File: src/verilog/lcd_pkg.sv
package lcd_pkg;

    // ####################
    // basic types
    typedef logic [7:0]  byte_t;
    typedef logic [15:0] color_t;   // rgb565, high byte first on the wire
    typedef logic [7:0]  coord_t;

    typedef struct packed {
        logic  dc;                  // 1 data, 0 command
        byte_t payload;
    } lcd_word_t;

    typedef enum logic [1:0] {IDLE, INIT, SHOW_PIC, DRAW_LINE} lcd_phase_e;

    // ####################
    // st7789 commands
    localparam byte_t CMD_SWRESET  = 8'h01;
    localparam byte_t CMD_SLPOUT   = 8'h11;
    localparam byte_t CMD_COLMOD   = 8'h3A;
    localparam byte_t CMD_DISPON   = 8'h29;
    localparam byte_t CMD_CASET    = 8'h2A;
    localparam byte_t CMD_RASET    = 8'h2B;
    localparam byte_t CMD_RAMWR    = 8'h2C;
    localparam byte_t COLMOD_16BIT = 8'h55;

    // ####################
    // panel geometry, kept tiny for sim
    localparam int     LCD_W      = 8;
    localparam int     LCD_H      = 4;
    localparam coord_t LINE_ROW   = 8'd1;
    localparam coord_t LINE_X0    = 8'd2;
    localparam coord_t LINE_X1    = 8'd5;
    localparam color_t BG_COLOR   = 16'h001F;
    localparam color_t LINE_COLOR = 16'hF800;

    localparam int INIT_LEN   = 5;
    localparam int SETUP_LEN  = 11;   // caset + 4, raset + 4, ramwr
    localparam int PIC_WORDS  = SETUP_LEN + 2 * LCD_W * LCD_H;
    localparam int LINE_WORDS = SETUP_LEN + 2 * (int'(LINE_X1) - int'(LINE_X0) + 1);

endpackage

File: src/verilog/lcd_init.sv
`timescale 1ns/1ns

module lcd_init (
    input  logic                sys_clk_50MHz,
    input  logic                sys_rst_n,
    output lcd_pkg::lcd_word_t  word,
    output logic                req,
    input  logic                ack,
    output logic                init_done
);

    typedef enum logic [1:0] {ST_START, ST_REQ, ST_REL, ST_DONE} init_state_e;

    init_state_e state;
    logic [2:0]  idx;

    // command rom
    always_comb begin
        case (idx)
            3'd0:    word = '{dc: 1'b0, payload: lcd_pkg::CMD_SWRESET};
            3'd1:    word = '{dc: 1'b0, payload: lcd_pkg::CMD_SLPOUT};
            3'd2:    word = '{dc: 1'b0, payload: lcd_pkg::CMD_COLMOD};
            3'd3:    word = '{dc: 1'b1, payload: lcd_pkg::COLMOD_16BIT};
            default: word = '{dc: 1'b0, payload: lcd_pkg::CMD_DISPON};
        endcase
    end

    always_ff @(posedge sys_clk_50MHz or negedge sys_rst_n) begin
        if (!sys_rst_n) begin
            state     <= ST_START;
            idx       <= '0;
            req       <= 1'b0;
            init_done <= 1'b0;
        end else begin
            case (state)
                ST_START: begin
                    req   <= 1'b1;
                    state <= ST_REQ;
                end
                ST_REQ: if (ack) begin
                    req   <= 1'b0;
                    state <= ST_REL;
                end
                ST_REL: if (!ack) begin
                    if (idx == 3'(lcd_pkg::INIT_LEN - 1)) begin
                        init_done <= 1'b1;   // sticky until reset
                        state     <= ST_DONE;
                    end else begin
                        idx   <= idx + 3'd1;
                        req   <= 1'b1;
                        state <= ST_REQ;
                    end
                end
                default: state <= ST_DONE;
            endcase
        end
    end

endmodule

File: src/verilog/lcd_show_pic.sv
`timescale 1ns/1ns

module lcd_show_pic (
    input  logic                sys_clk_50MHz,
    input  logic                sys_rst_n,
    input  logic                start_pic,
    output lcd_pkg::lcd_word_t  word,
    output logic                req,
    input  logic                ack,
    output logic                pic_done
);

    typedef enum logic [1:0] {ST_IDLE, ST_REQ, ST_REL} pic_state_e;

    pic_state_e  state;
    logic [6:0]  step;      // setup words, then pixel bytes
    logic [6:0]  pix_idx;

    assign pix_idx = step - 7'(lcd_pkg::SETUP_LEN);

    // ####################
    // word table
    always_comb begin
        word.dc = 1'b1;
        case (step)
            7'd0:    begin word.dc = 1'b0; word.payload = lcd_pkg::CMD_CASET; end
            7'd4:    word.payload = lcd_pkg::byte_t'(lcd_pkg::LCD_W - 1);
            7'd5:    begin word.dc = 1'b0; word.payload = lcd_pkg::CMD_RASET; end
            7'd9:    word.payload = lcd_pkg::byte_t'(lcd_pkg::LCD_H - 1);
            7'd10:   begin word.dc = 1'b0; word.payload = lcd_pkg::CMD_RAMWR; end
            7'd1, 7'd2, 7'd3, 7'd6, 7'd7, 7'd8: word.payload = 8'h00;
            default: word.payload = pix_idx[0] ? lcd_pkg::BG_COLOR[7:0]
                                               : lcd_pkg::BG_COLOR[15:8];
        endcase
    end

    always_ff @(posedge sys_clk_50MHz or negedge sys_rst_n) begin
        if (!sys_rst_n) begin
            state    <= ST_IDLE;
            step     <= '0;
            req      <= 1'b0;
            pic_done <= 1'b0;
        end else begin
            pic_done <= 1'b0;
            case (state)
                ST_IDLE: if (start_pic) begin
                    step  <= '0;
                    req   <= 1'b1;
                    state <= ST_REQ;
                end
                ST_REQ: if (ack) begin
                    req   <= 1'b0;
                    state <= ST_REL;
                end
                ST_REL: if (!ack) begin
                    if (step == 7'(lcd_pkg::PIC_WORDS - 1)) begin
                        pic_done <= 1'b1;
                        state    <= ST_IDLE;
                    end else begin
                        step  <= step + 7'd1;
                        req   <= 1'b1;
                        state <= ST_REQ;
                    end
                end
                default: state <= ST_IDLE;
            endcase
        end
    end

endmodule

File: src/verilog/lcd_draw_line.sv
`timescale 1ns/1ns

module lcd_draw_line (
    input  logic                sys_clk_50MHz,
    input  logic                sys_rst_n,
    input  logic                start_line,
    output lcd_pkg::lcd_word_t  word,
    output logic                req,
    input  logic                ack,
    output logic                line_done
);

    typedef enum logic [1:0] {ST_IDLE, ST_REQ, ST_REL} line_state_e;

    line_state_e state;
    logic [4:0]  step;
    logic [4:0]  pix_idx;

    assign pix_idx = step - 5'(lcd_pkg::SETUP_LEN);

    // one-row window around the line
    always_comb begin
        word.dc = 1'b1;
        case (step)
            5'd0:    begin word.dc = 1'b0; word.payload = lcd_pkg::CMD_CASET; end
            5'd2:    word.payload = lcd_pkg::LINE_X0;
            5'd4:    word.payload = lcd_pkg::LINE_X1;
            5'd5:    begin word.dc = 1'b0; word.payload = lcd_pkg::CMD_RASET; end
            5'd7:    word.payload = lcd_pkg::LINE_ROW;
            5'd9:    word.payload = lcd_pkg::LINE_ROW;
            5'd10:   begin word.dc = 1'b0; word.payload = lcd_pkg::CMD_RAMWR; end
            5'd1, 5'd3, 5'd6, 5'd8: word.payload = 8'h00;
            default: word.payload = pix_idx[0] ? lcd_pkg::LINE_COLOR[7:0]
                                               : lcd_pkg::LINE_COLOR[15:8];
        endcase
    end

    always_ff @(posedge sys_clk_50MHz or negedge sys_rst_n) begin
        if (!sys_rst_n) begin
            state     <= ST_IDLE;
            step      <= '0;
            req       <= 1'b0;
            line_done <= 1'b0;
        end else begin
            line_done <= 1'b0;
            case (state)
                ST_IDLE: if (start_line) begin
                    step  <= '0;
                    req   <= 1'b1;
                    state <= ST_REQ;
                end
                ST_REQ: if (ack) begin
                    req   <= 1'b0;
                    state <= ST_REL;
                end
                ST_REL: if (!ack) begin
                    if (step == 5'(lcd_pkg::LINE_WORDS - 1)) begin
                        line_done <= 1'b1;
                        state     <= ST_IDLE;
                    end else begin
                        step  <= step + 5'd1;
                        req   <= 1'b1;
                        state <= ST_REQ;
                    end
                end
                default: state <= ST_IDLE;
            endcase
        end
    end

endmodule

File: src/verilog/lcd_control.sv
`timescale 1ns/1ns

module lcd_control (
    input  logic                sys_clk_50MHz,
    input  logic                sys_rst_n,
    input  lcd_pkg::lcd_word_t  init_word,
    input  lcd_pkg::lcd_word_t  pic_word,
    input  lcd_pkg::lcd_word_t  line_word,
    input  logic                init_req,
    input  logic                pic_req,
    input  logic                line_req,
    output logic                init_ack,
    output logic                pic_ack,
    output logic                line_ack,
    input  logic                init_done,
    input  logic                pic_done,
    input  logic                line_done,
    output logic                start_pic,
    output logic                start_line,
    output lcd_pkg::lcd_word_t  spi_word,
    output logic                spi_req,
    input  logic                spi_ack,
    output logic                led
);

    lcd_pkg::lcd_phase_e state, next_state;

    always_comb begin
        next_state = state;
        case (state)
            lcd_pkg::IDLE:      next_state = lcd_pkg::SHOW_PIC;   // next frame
            lcd_pkg::INIT:      if (init_done) next_state = lcd_pkg::SHOW_PIC;
            lcd_pkg::SHOW_PIC:  if (pic_done)  next_state = lcd_pkg::DRAW_LINE;
            lcd_pkg::DRAW_LINE: if (line_done) next_state = lcd_pkg::IDLE;
            default:            next_state = lcd_pkg::IDLE;
        endcase
    end

    // start pulses land in the first cycle of the new phase
    always_ff @(posedge sys_clk_50MHz or negedge sys_rst_n) begin
        if (!sys_rst_n) begin
            state      <= lcd_pkg::INIT;
            start_pic  <= 1'b0;
            start_line <= 1'b0;
        end else begin
            state      <= next_state;
            start_pic  <= (next_state == lcd_pkg::SHOW_PIC)  && (state != lcd_pkg::SHOW_PIC);
            start_line <= (next_state == lcd_pkg::DRAW_LINE) && (state != lcd_pkg::DRAW_LINE);
        end
    end

    // ####################
    // output path mux
    always_comb begin
        spi_word = '0;
        spi_req  = 1'b0;
        init_ack = 1'b0;
        pic_ack  = 1'b0;
        line_ack = 1'b0;
        led      = 1'b1;
        case (state)
            lcd_pkg::INIT: begin
                spi_word = init_word;
                spi_req  = init_req;
                init_ack = spi_ack;
            end
            lcd_pkg::SHOW_PIC: begin
                spi_word = pic_word;
                spi_req  = pic_req;
                pic_ack  = spi_ack;
            end
            lcd_pkg::DRAW_LINE: begin
                spi_word = line_word;
                spi_req  = line_req;
                line_ack = spi_ack;
                led      = 1'b0;   // only low while the line goes out
            end
            default: ;
        endcase
    end

endmodule

File: src/verilog/spi_writer.sv
`timescale 1ns/1ns

module spi_writer (
    input  logic                sys_clk_50MHz,
    input  logic                sys_rst_n,
    input  lcd_pkg::lcd_word_t  word,
    input  logic                req,
    output logic                ack,
    output logic                lcd_sclk,
    output logic                lcd_mosi,
    output logic                lcd_dc,
    output logic                lcd_cs_n
);

    logic                busy;
    logic [3:0]          cnt;     // bit index in [3:1], sclk phase in [0]
    lcd_pkg::byte_t      shift;
    logic                accept;

    assign accept = req && !busy && !ack;

    // mode 0, sclk = clk/2
    assign lcd_cs_n = !busy;
    assign lcd_sclk = busy && cnt[0];
    assign lcd_mosi = busy && shift[7];   // msb first

    always_ff @(posedge sys_clk_50MHz or negedge sys_rst_n) begin
        if (!sys_rst_n) begin
            busy   <= 1'b0;
            cnt    <= '0;
            ack    <= 1'b0;
            lcd_dc <= 1'b0;
        end else if (accept) begin
            busy   <= 1'b1;
            cnt    <= '0;
            ack    <= 1'b1;
            lcd_dc <= word.dc;
        end else begin
            if (ack && !req)
                ack <= 1'b0;
            if (busy) begin
                cnt <= cnt + 4'd1;
                if (cnt == 4'd15)
                    busy <= 1'b0;   // 16 clocks per byte
            end
        end
    end

    // shift on falling sclk
    always_ff @(posedge sys_clk_50MHz) begin
        if (accept)
            shift <= word.payload;
        else if (busy && cnt[0])
            shift <= {shift[6:0], 1'b0};
    end

endmodule

File: src/verilog/lcd_top.sv
`timescale 1ns/1ns

module lcd_top (
    input  logic sys_clk_50MHz,
    input  logic sys_rst_n,
    output logic lcd_sclk,
    output logic lcd_mosi,
    output logic lcd_dc,
    output logic lcd_cs_n,
    output logic led
);

    lcd_pkg::lcd_word_t init_word, pic_word, line_word, spi_word;
    logic init_req, pic_req, line_req, spi_req;
    logic init_ack, pic_ack, line_ack, spi_ack;
    logic init_done, pic_done, line_done;
    logic start_pic, start_line;

    // ####################
    // word sources
    lcd_init i_lcd_init (
        .sys_clk_50MHz, .sys_rst_n,
        .word(init_word), .req(init_req), .ack(init_ack), .init_done
    );

    lcd_show_pic i_lcd_show_pic (
        .sys_clk_50MHz, .sys_rst_n, .start_pic,
        .word(pic_word), .req(pic_req), .ack(pic_ack), .pic_done
    );

    lcd_draw_line i_lcd_draw_line (
        .sys_clk_50MHz, .sys_rst_n, .start_line,
        .word(line_word), .req(line_req), .ack(line_ack), .line_done
    );

    // ####################
    // phase control and serializer
    lcd_control i_lcd_control (
        .sys_clk_50MHz, .sys_rst_n,
        .init_word, .pic_word, .line_word,
        .init_req, .pic_req, .line_req,
        .init_ack, .pic_ack, .line_ack,
        .init_done, .pic_done, .line_done,
        .start_pic, .start_line,
        .spi_word, .spi_req, .spi_ack,
        .led
    );

    spi_writer i_spi_writer (
        .sys_clk_50MHz, .sys_rst_n,
        .word(spi_word), .req(spi_req), .ack(spi_ack),
        .lcd_sclk, .lcd_mosi, .lcd_dc, .lcd_cs_n
    );

endmodule

File: config.mk
export PLATFORM = sky130hd
export DESIGN_NAME = lcd_top
export DESIGN_NICKNAME = d
export VERILOG_FILES = /design/src/verilog/lcd_pkg.sv /design/src/verilog/lcd_init.sv /design/src/verilog/lcd_show_pic.sv /design/src/verilog/lcd_draw_line.sv /design/src/verilog/lcd_control.sv /design/src/verilog/spi_writer.sv /design/src/verilog/lcd_top.sv
export SDC_FILE = /design/constraint.sdc
export NUM_CORES = 1
export LEC_CHECK = 0
export ABC_AREA = 1
export BUFFER_PORTS_ARGS = -buffer_cell sky130_fd_sc_hd__buf_2
export CORE_MARGIN = 5
export CORE_UTILIZATION = 30
export DETAILED_ROUTE_END_ITERATION = 7
export GPL_ROUTABILITY_DRIVEN = 0
export GPL_TIMING_DRIVEN = 0
export REMOVE_ABC_BUFFERS = 1
export SLEW_MARGIN = 40
export SYNTH_ARGS = -nofsm -noshare
export SYNTH_HDL_FRONTEND = slang
export SYNTH_HIERARCHICAL = 1
export SYNTH_SLANG_ARGS = --single-unit
File: constraint.sdc
create_clock -name sys_clk_50MHz -period 5 [get_ports sys_clk_50MHz]
set_input_delay 0.25 -clock sys_clk_50MHz [delete_from_list [all_inputs] [get_ports sys_clk_50MHz]]
set_output_delay 0.25 -clock sys_clk_50MHz [all_outputs]
set_load 0.01 [all_outputs]
Word level (Yosys, flattened, before mapping)
Cells that the tools add are included.
- register bits: 46
- bits of input ports: 2
- logic and storage cells: 187
- add/subtract/negate cells: 6
- equal/unequal tests: 51
- muxes and demuxes: 68
- bitwise gates (word level): 2
- reductions and logical operators: 40
- operator list (cell ; count):
    one-hot mux 8 bit (7 select lines) ; 1
    one-hot mux 8 bit (6 select lines) ; 1
    one-hot mux 9 bit (4 select lines) ; 1
    2-to-1 mux 1 bit ; 30
    equality test 7 x 3 -> 1 bit, second input constant ; 4
    one-hot mux 9 bit (3 select lines) ; 1
    2-to-1 mux 2 bit ; 12
    2-to-1 mux 8 bit ; 3
    equality test 7 x 4 -> 1 bit, second input constant ; 3
    2-to-1 mux 7 bit ; 3
    equality test 5 x 3 -> 1 bit, second input constant ; 4
    2-to-1 mux 5 bit ; 4
    one-hot mux 2 bit (3 select lines) ; 3
    inequality test 2 bit, second input constant ; 8
    equality test 5 x 4 -> 1 bit, second input constant ; 3
    equality test 2 bit, second input constant ; 7
    equality test 7 x 2 -> 1 bit, second input constant ; 2
    one-hot mux 7 bit (2 select lines) ; 1
    one-hot mux 1 bit (3 select lines) ; 4
    AND reduction 3 bit ; 4
    AND reduction 4 bit ; 3
    equality test 5 x 2 -> 1 bit, second input constant ; 2
    inequality test 2 x 1 -> 1 bit, second input constant ; 5
    one-hot mux 5 bit (2 select lines) ; 1
    31 further kinds ; 57

Logic depth before layout (Yosys ltp)
Gate-level depths: netlist of the first run.
- depth in word-level cells: 6
- gate-level depth with buffers: 14
- depth with buffers taken out: 13

By module
The synthesis of the first run kept the hierarchy.
- by module, submodules not included (module ; instances ; cells each ; area an instance (sq um) ; sequential area each (sq um)):
    lcd_show_pic ; 1 ; 119 ; 815.8 ; 275.3
    lcd_draw_line ; 1 ; 107 ; 744.5 ; 225.2
    spi_writer ; 1 ; 72 ; 696.9 ; 415.4
    lcd_control ; 1 ; 70 ; 467.9 ; 101.3
    lcd_init ; 1 ; 56 ; 445.4 ; 175.2

Worst setup path after synthesis of the first run
No wires, ideal clock.
- kind: reg2reg
- start point: register i_lcd_draw_line.step[0]
- end point: register i_spi_writer.shift[5] (data pin)
- setup time: 0.252 ns
- arrival time: 1.544 ns
- setup slack: 3.203 ns
- stages on the path, launching flop included: 14
- path buffers: 1
- clock period less this slack: 1.797 ns
- cell sequence: dfrtp_1 inv_1 ha_1 nand2_2 nor2_1 inv_2 nand2_1 a31oi_1 nand2_1 buf_4 nand3_1 nand3_1 nand2_1 nand2_1
- RTL lines (item ; line ; RTL):
    start, declared ; lcd_draw_line.sv:16 ; logic [4:0] step;
    start signal, assigned ; lcd_draw_line.sv:61 ; step <= step + 5'd1;
    end signal, assigned ; spi_writer.sv:52 ; shift <= word.payload;
    end signal, assigned ; spi_writer.sv:54 ; shift <= {shift[6:0], 1'b0};
    end, declared ; spi_writer.sv:17 ; lcd_pkg::byte_t shift;

Worst setup path in the final report of the first run
- start point: register i_lcd_control.state[1]
- end point: register i_spi_writer.shift[0] (enable)
- word-level cells in the longest chain between the ends: 5
- RTL lines (item ; line ; RTL):
    start, declared ; lcd_control.sv:26 ; lcd_pkg::lcd_phase_e state, next_state;
    start signal, assigned ; lcd_control.sv:42 ; state <= lcd_pkg::INIT;
    start signal, assigned ; lcd_control.sv:46 ; state <= next_state;
    equality test 2 bit or equality test 2 x 1 -> 1 bit (tied branches) ; lcd_control.sv:61 ; case (state)
    one-hot mux 1 bit (3 select lines) (*) ; lcd_control.sv:61 ;
    named net spi_req ; lcd_top.sv:14 ; logic init_req, pic_req, line_req, spi_req;
    logical AND 1 bit (*) (2 in a row) ; spi_writer.sv:20 ; assign accept = req && !busy && !ack;
    nonzero test 2 bit (no line) (*) ; - ;
The timed path passes the listed nets; every way through them passes the cells marked *.
A chain may end at the register's enable or synchronous reset.

==> impl_metrics.toml, run 1 <==
[worst_setup_path]
regToRegSetupSlack_ns = 2.73
cp_top_family = "flip-flops"
path_depth = 5
crit_end = "i_spi_writer/shift[0]"
critPathBufInv = 1
critPathLaunchType = "register"
crit_type = "reg -> reg"
reg2regPathDepth = 5
crit_path_frequent_cell = "nand3_1"
cpPeakStageDelay_ns = 0.86
cp.required_ns = 4.98
arrival_ns = 2.25
crit_fanout = 27
startpoint = "i_lcd_control/state[1]"
reg2reg_to = "i_spi_writer/shift[0]"
r2r-start = "i_lcd_control/state[1]"
cp_slowest_cell = "dfrtp_1"
crit_chain = "inv_2, nand3_1, nand3_1, nand3_4, nand2_1"
worst_setup_path_end_kind = "register"

[drt]
via_per_inst = 4.53
post_drt_wl_per_cell_um = 10.6
antenna_left = 0
vias = 2506
dr.pass1.iters = 4
drtIter0Drc = 180
wl_um = 5850
drc = 0

[clock_tree]
cts_tree = "yes"
clk_path_buf_depth = 2
cts.sinks = 46
post_cts_buffers = 0
clk_latency_ns = 0.30
htreeDepth = 2
clkTransAtPathRegs_ns = 0.09
cts_inserted_buffers = 5
cts-resized-gates = 0
root_buffer = "clkbuf_8"

[sta]
slew_headroom = 0.477
fin_setup_tns_ns = 0
worst_slack_ns = 2.73
rsz0062_at_grt = "false"
worst_pin_slew_ns = 0.785
setup_viol = 0
post-route-period-util = 0.455
layout_min_cycle_time_ns = 2.27
drv_slew = 0
hold_viol = 0
skew_ns = 0.00816
fmax_ghz = 0.440

[final_layout]
stdcell_area_um2 = 3270
final_nets = 432
area_growth_pct = 3.16
final_cells = 553
final_common_cell = "nand2_1"
layout-drive-gt1-share = 0.129
final_cell_mix = "nand2_1, nand3_1, inv_1, dfrtp_1, nor2_1"
diodes = 0

[logic_synthesis]
synth_area_leaders = "dfrtp_1, nand2_1, nand3_1"
synth_seq_cells = 46
synth_flop_cell = "dfrtp_1"
post_synth.cell_area_avg_um2 = 7.48
yosys_warnings = 6
yosysUniqueCellTypes = 36
synthCells = 424
async_flop_share = 0.826
synth_edf_count = 8
yosysSeqAreaShare = 0.376
syn-cell-area_um2 = 3170
synth_top_cell_area_share = 0.292
synth_top_cell_by_area = "dfrtp_1"

[status]
status = "finished clean"

[floorplan]
die_h_um = 113
start_util = 0.307
rows = 37
fp.dieArea_um2 = 12700
fp.dieW_um = 113
ios = 7
core_um2 = 10300

[grt]
grt_usage = 0.0942
grt_pass1_wl_um = 10200
grt-ovfl-total = 0
first_global_vias = 2329
antenna_found_initial = 0
grt_max_degree = 39

[placed_design]
detailed_place_hpwl_um = 4280
dp_cells = 544
portBuffers = 6
pre_cts_slack_ns = 2.71
placed_cell_area_um2 = 3170

[power_and_ir_drop]
total_power_uw = 625
power_density_nw_per_um2 = 191
peakVddDrop_uv = 104
p_leak_nw = 1.59

[worst_hold_path]
hp-class = "in -> async"

[job]
drv_cap = 0
-- how the worst min path moves through the flow --
stage	end	slack, ns	cells after the start
detailed placement	i_lcd_show_pic/step[4]	0.27	1
global route	i_lcd_init/init_done	0.50	1
finish	i_lcd_show_pic/step[4]	0.46	2
CTS	i_lcd_show_pic/step[4]	0.48	2
global placement	i_lcd_show_pic/step[4]	0.44	1
floorplan	i_lcd_control/start_line	-0.05	0
-- power by group --
| part | leakage, nW | internal, mW | switching, mW |
|---|---|---|---|
| Sequential | 0.555 | 0.380 | 0 |
| Clock | 0.0482 | 0.112 | 0.125 |
| Combinational | 0.982 | 0.00158 | 0.00692 |
| Total | 1.59 | 0.493 | 0.132 |
-- sequential cells by signal (all words and copies together), names as in the netlist, 3 cells and up --
name                  cells
i_lcd_show_pic/step       7
i_lcd_init/idx            3
i_lcd_draw_line/step      5
i_spi_writer/shift        8
i_spi_writer/cnt          4
-- per-layer routing --
layer	wire length (µm)	global-route usage	share of wire
met3	174	0.0176	0.030
met2	2550	0.150	0.44
met4	95	0.0337	0.016
met5	0	0	0
met1	3030	0.128	0.52
-- cell families (layout without fill, tap and decap cells) --
group,count (synthesis),in the layout,synth area share
and+or+nand+nor,255,255,0.375
buffers and inverters,74,66,0.127
DFF,46,46,0.376
AOI/OAI and AO/OA,27,27,0.0478
adders and majority gates,14,14,0.0552
xor gates and xnor gates,6,6,0.0166
other,2,3,0.00237
-- synthesized netlist by cell type (4+ instances only) --
cell,count
nor2_4,4
nand3_1,61
nand4_1,4
nor2_2,4
o21ai_1,8
inv_2,12
nand2_1,127
xor2_1,4
a21oi_1,8
ha_1,14
inv_1,38
dfrtp_1,37
nand2_2,8
edfxtp_1,8
nor2_1,35
buf_6,8
buf_4,13
o21ai_0,5
-- final cells by class --
class | instances | area (µm²)
Inverter | 51 | 196
Clock buffer | 7 | 86.3
Clock inverter | 1 | 5.00
Timing Repair Buffer | 7 | 42.5
Sequential cell | 46 | 1190
Tap cell | 136 | 170
Multi-Input combinational cell | 305 | 1580
Fill cell | 1141 | 7050
-- through the flow --
| stage | utilization | hold slack, ns |
|---|---|---|
| after floorplan | - | -0.0456 |
| after global placement | 0.307 | 0.444 |
| after detailed placement | 0.307 | 0.266 |
| after CTS | 0.317 | 0.482 |
| after global routing | 0.317 | 0.504 |
| final | 0.317 | 0.461 |
-- repair_timing --
| action | in CTS | in global routing |
|---|---|---|
| endpoints found under the setup margin | 0 | 0 |
| hold endpoints to repair | 37 | 0 |
| hold buffers | 1 | 0 |
Note: power is estimated with default switching activity, not from simulation.
==> run 2: changes to the inputs <==
==> constraint.sdc (replaced) <==
create_clock -name sys_clk_50MHz -period 2.36 [get_ports sys_clk_50MHz]
set_input_delay 0.118 -clock sys_clk_50MHz [delete_from_list [all_inputs] [get_ports sys_clk_50MHz]]
set_output_delay 0.118 -clock sys_clk_50MHz [all_outputs]
set_load 0.01 [all_outputs]
==> impl_metrics.toml, run 2 (same netlist as run 1, synthesis figures left out) <==
[floorplan]
fp.dieW_um = 113
rows = 37
core_um2 = 10300
ios = 7
start_util = 0.307
die_h_um = 113
fp.dieArea_um2 = 12700

[grt]
grt_max_degree = 39
grt_pass1_wl_um = 10200
grt-ovfl-total = 0
first_global_vias = 2329
antenna_found_initial = 0
grt_usage = 0.0942

[worst_setup_path]
reg2regPathDepth = 5
cp_slowest_cell = "dfstp_4"
cpPeakStageDelay_ns = 0.78
cp_top_family = "simple AND/OR/NAND/NOR gates"
crit_chain = "inv_2, nand3_1, nand3_1, nand3_4, nand2_1"
arrival_ns = 2.03
critPathBufInv = 1
cp.required_ns = 2.34
path_depth = 5
crit_fanout = 27
critPathLaunchType = "register"
crit_type = "reg -> reg"
crit_path_frequent_cell = "nand3_1"
worst_setup_path_end_kind = "register"

[worst_hold_path]
hp-class = "in -> async"

[sta]
fin_setup_tns_ns = 0
fmax_ghz = 0.488
slew_headroom = 0.657
drv_slew = 0
hold_viol = 0
worst_pin_slew_ns = 0.514
post-route-period-util = 0.869
rsz0062_at_grt = "false"
layout_min_cycle_time_ns = 2.05
setup_viol = 0
skew_ns = 0.00817

[final_layout]
final_nets = 432
diodes = 0
area_growth_pct = 3.31
final_cell_mix = "nand2_1, nand3_1, inv_1, dfrtp_1, nor2_1"
largest_reg_flops = 8
largest_register = "i_spi_writer/shift"
reg_top3 = "i_spi_writer/shift x8, i_lcd_show_pic/step x7, i_lcd_draw_line/step x5"
layout-drive-gt1-share = 0.132
final_common_cell = "nand2_1"
final_cells = 553

[clock_tree]
cts.sinks = 46
root_buffer = "clkbuf_8"
htreeDepth = 2
post_cts_buffers = 0
clkTransAtPathRegs_ns = 0.09
clk_latency_ns = 0.30
clk_path_buf_depth = 2
cts_inserted_buffers = 5
cts_tree = "yes"

[status]
status = "finished clean"

[power_and_ir_drop]
peakVddDrop_uv = 219
p_leak_nw = 1.59
swShare = 0.211
seqPwrFrac = 0.608
power.internal_mw = 1.04
total_power_mw = 1.32
clock_power_share = 0.379
p_sw_uw = 279
p_comb_frac = 0.014
power_density_nw_per_um2 = 404

[placed_design]
dp_cells = 544
detailed_place_hpwl_um = 4280
portBuffers = 6

[drt]
vias = 2511
wl_um = 5860
drc = 0
drtIter0Drc = 181
dr.pass1.iters = 4
antenna_left = 0
post_drt_wl_per_cell_um = 10.6
via_per_inst = 4.54

[job]
drv_cap = 0
## run 2: changes by cell type in the layout (fill, tap and decap cells not counted)
cell	change
dfrtp_1	-1
dfrtp_2	+1
dfstp_2	-1
dfstp_4	+1
## run 2: through the flow
stage / area [µm²] / hold slack, ns / util / setup slack (ns)
floorplan: 2970 / -0.178 / - / 0.517
global placement: 3170 / 0.312 / 0.307 / 0.104
detailed placement: 3170 / 0.134 / 0.307 / 0.0707
CTS: 3270 / 0.350 / 0.317 / 0.0565
global route: 3280 / 0.386 / 0.317 / 0.124
finish: 3280 / 0.329 / 0.317 / 0.310
## run 2: worst reg2reg max path: stages (launching register included)
cell and delay [ns]:
dfstp_4 0.78, inv_2 0.16, nand3_1 0.10, nand3_1 0.16, nand3_4 0.25, nand2_1 0.29
## run 2: power by group through the flow
stage | clock, mW | combinational (mW) | sequential [mW]
global placement | 0 | 0.0178 | 0.820
floorplan | 0 | 0.00234 | 0.821
global route | 0.559 | 0.0220 | 0.804
CTS | 0.529 | 0.0194 | 0.804
finish | 0.501 | 0.0180 | 0.804
detailed placement | 0 | 0.0180 | 0.820
## run 2: repair_timing
item | 4_1_cts | 5_1_grt
hold buffers | 1 | 0
gates resized for setup | 0 | 2
endpoints found under the setup margin | 0 | 15
endpoints found under the hold margin | 37 | 0
## run 2: cell type report
| class | instances | area (µm²) |
|---|---|---|
| Multi-Input combinational cell | 305 | 1580 |
| Clock buffer | 7 | 86.3 |
| Clock inverter | 1 | 5.00 |
| Inverter | 51 | 196 |
| Tap cell | 136 | 170 |
| Sequential cell | 46 | 1200 |
| Fill cell | 1139 | 7050 |
| Timing Repair Buffer | 7 | 42.5 |
## run 2: metal layers
layer  part of all wire  wire length (µm)  vias up  global-route usage
met5                  0                 0        -                   0
met2               0.44              2560       39               0.150
met1               0.52              3050     1154               0.128
li1                   -                 -     1309                   -
met3              0.026               154        9              0.0176
met4              0.016                95        0              0.0337
## run 2: worst paths after layout
check                                         from                      to  slack [ns]
max                         i_lcd_control/state[0]   i_spi_writer/shift[0]        0.31
min                                      sys_rst_n  i_lcd_show_pic/step[4]        0.33
max reg2reg                 i_lcd_control/state[0]   i_spi_writer/shift[0]        0.31
min reg2reg                   i_lcd_init/init_done    i_lcd_init/init_done        0.49
max in group asynchronous                sys_rst_n  i_lcd_control/state[1]        1.64
min in group sys_clk_50MHz    i_lcd_init/init_done    i_lcd_init/init_done        0.49
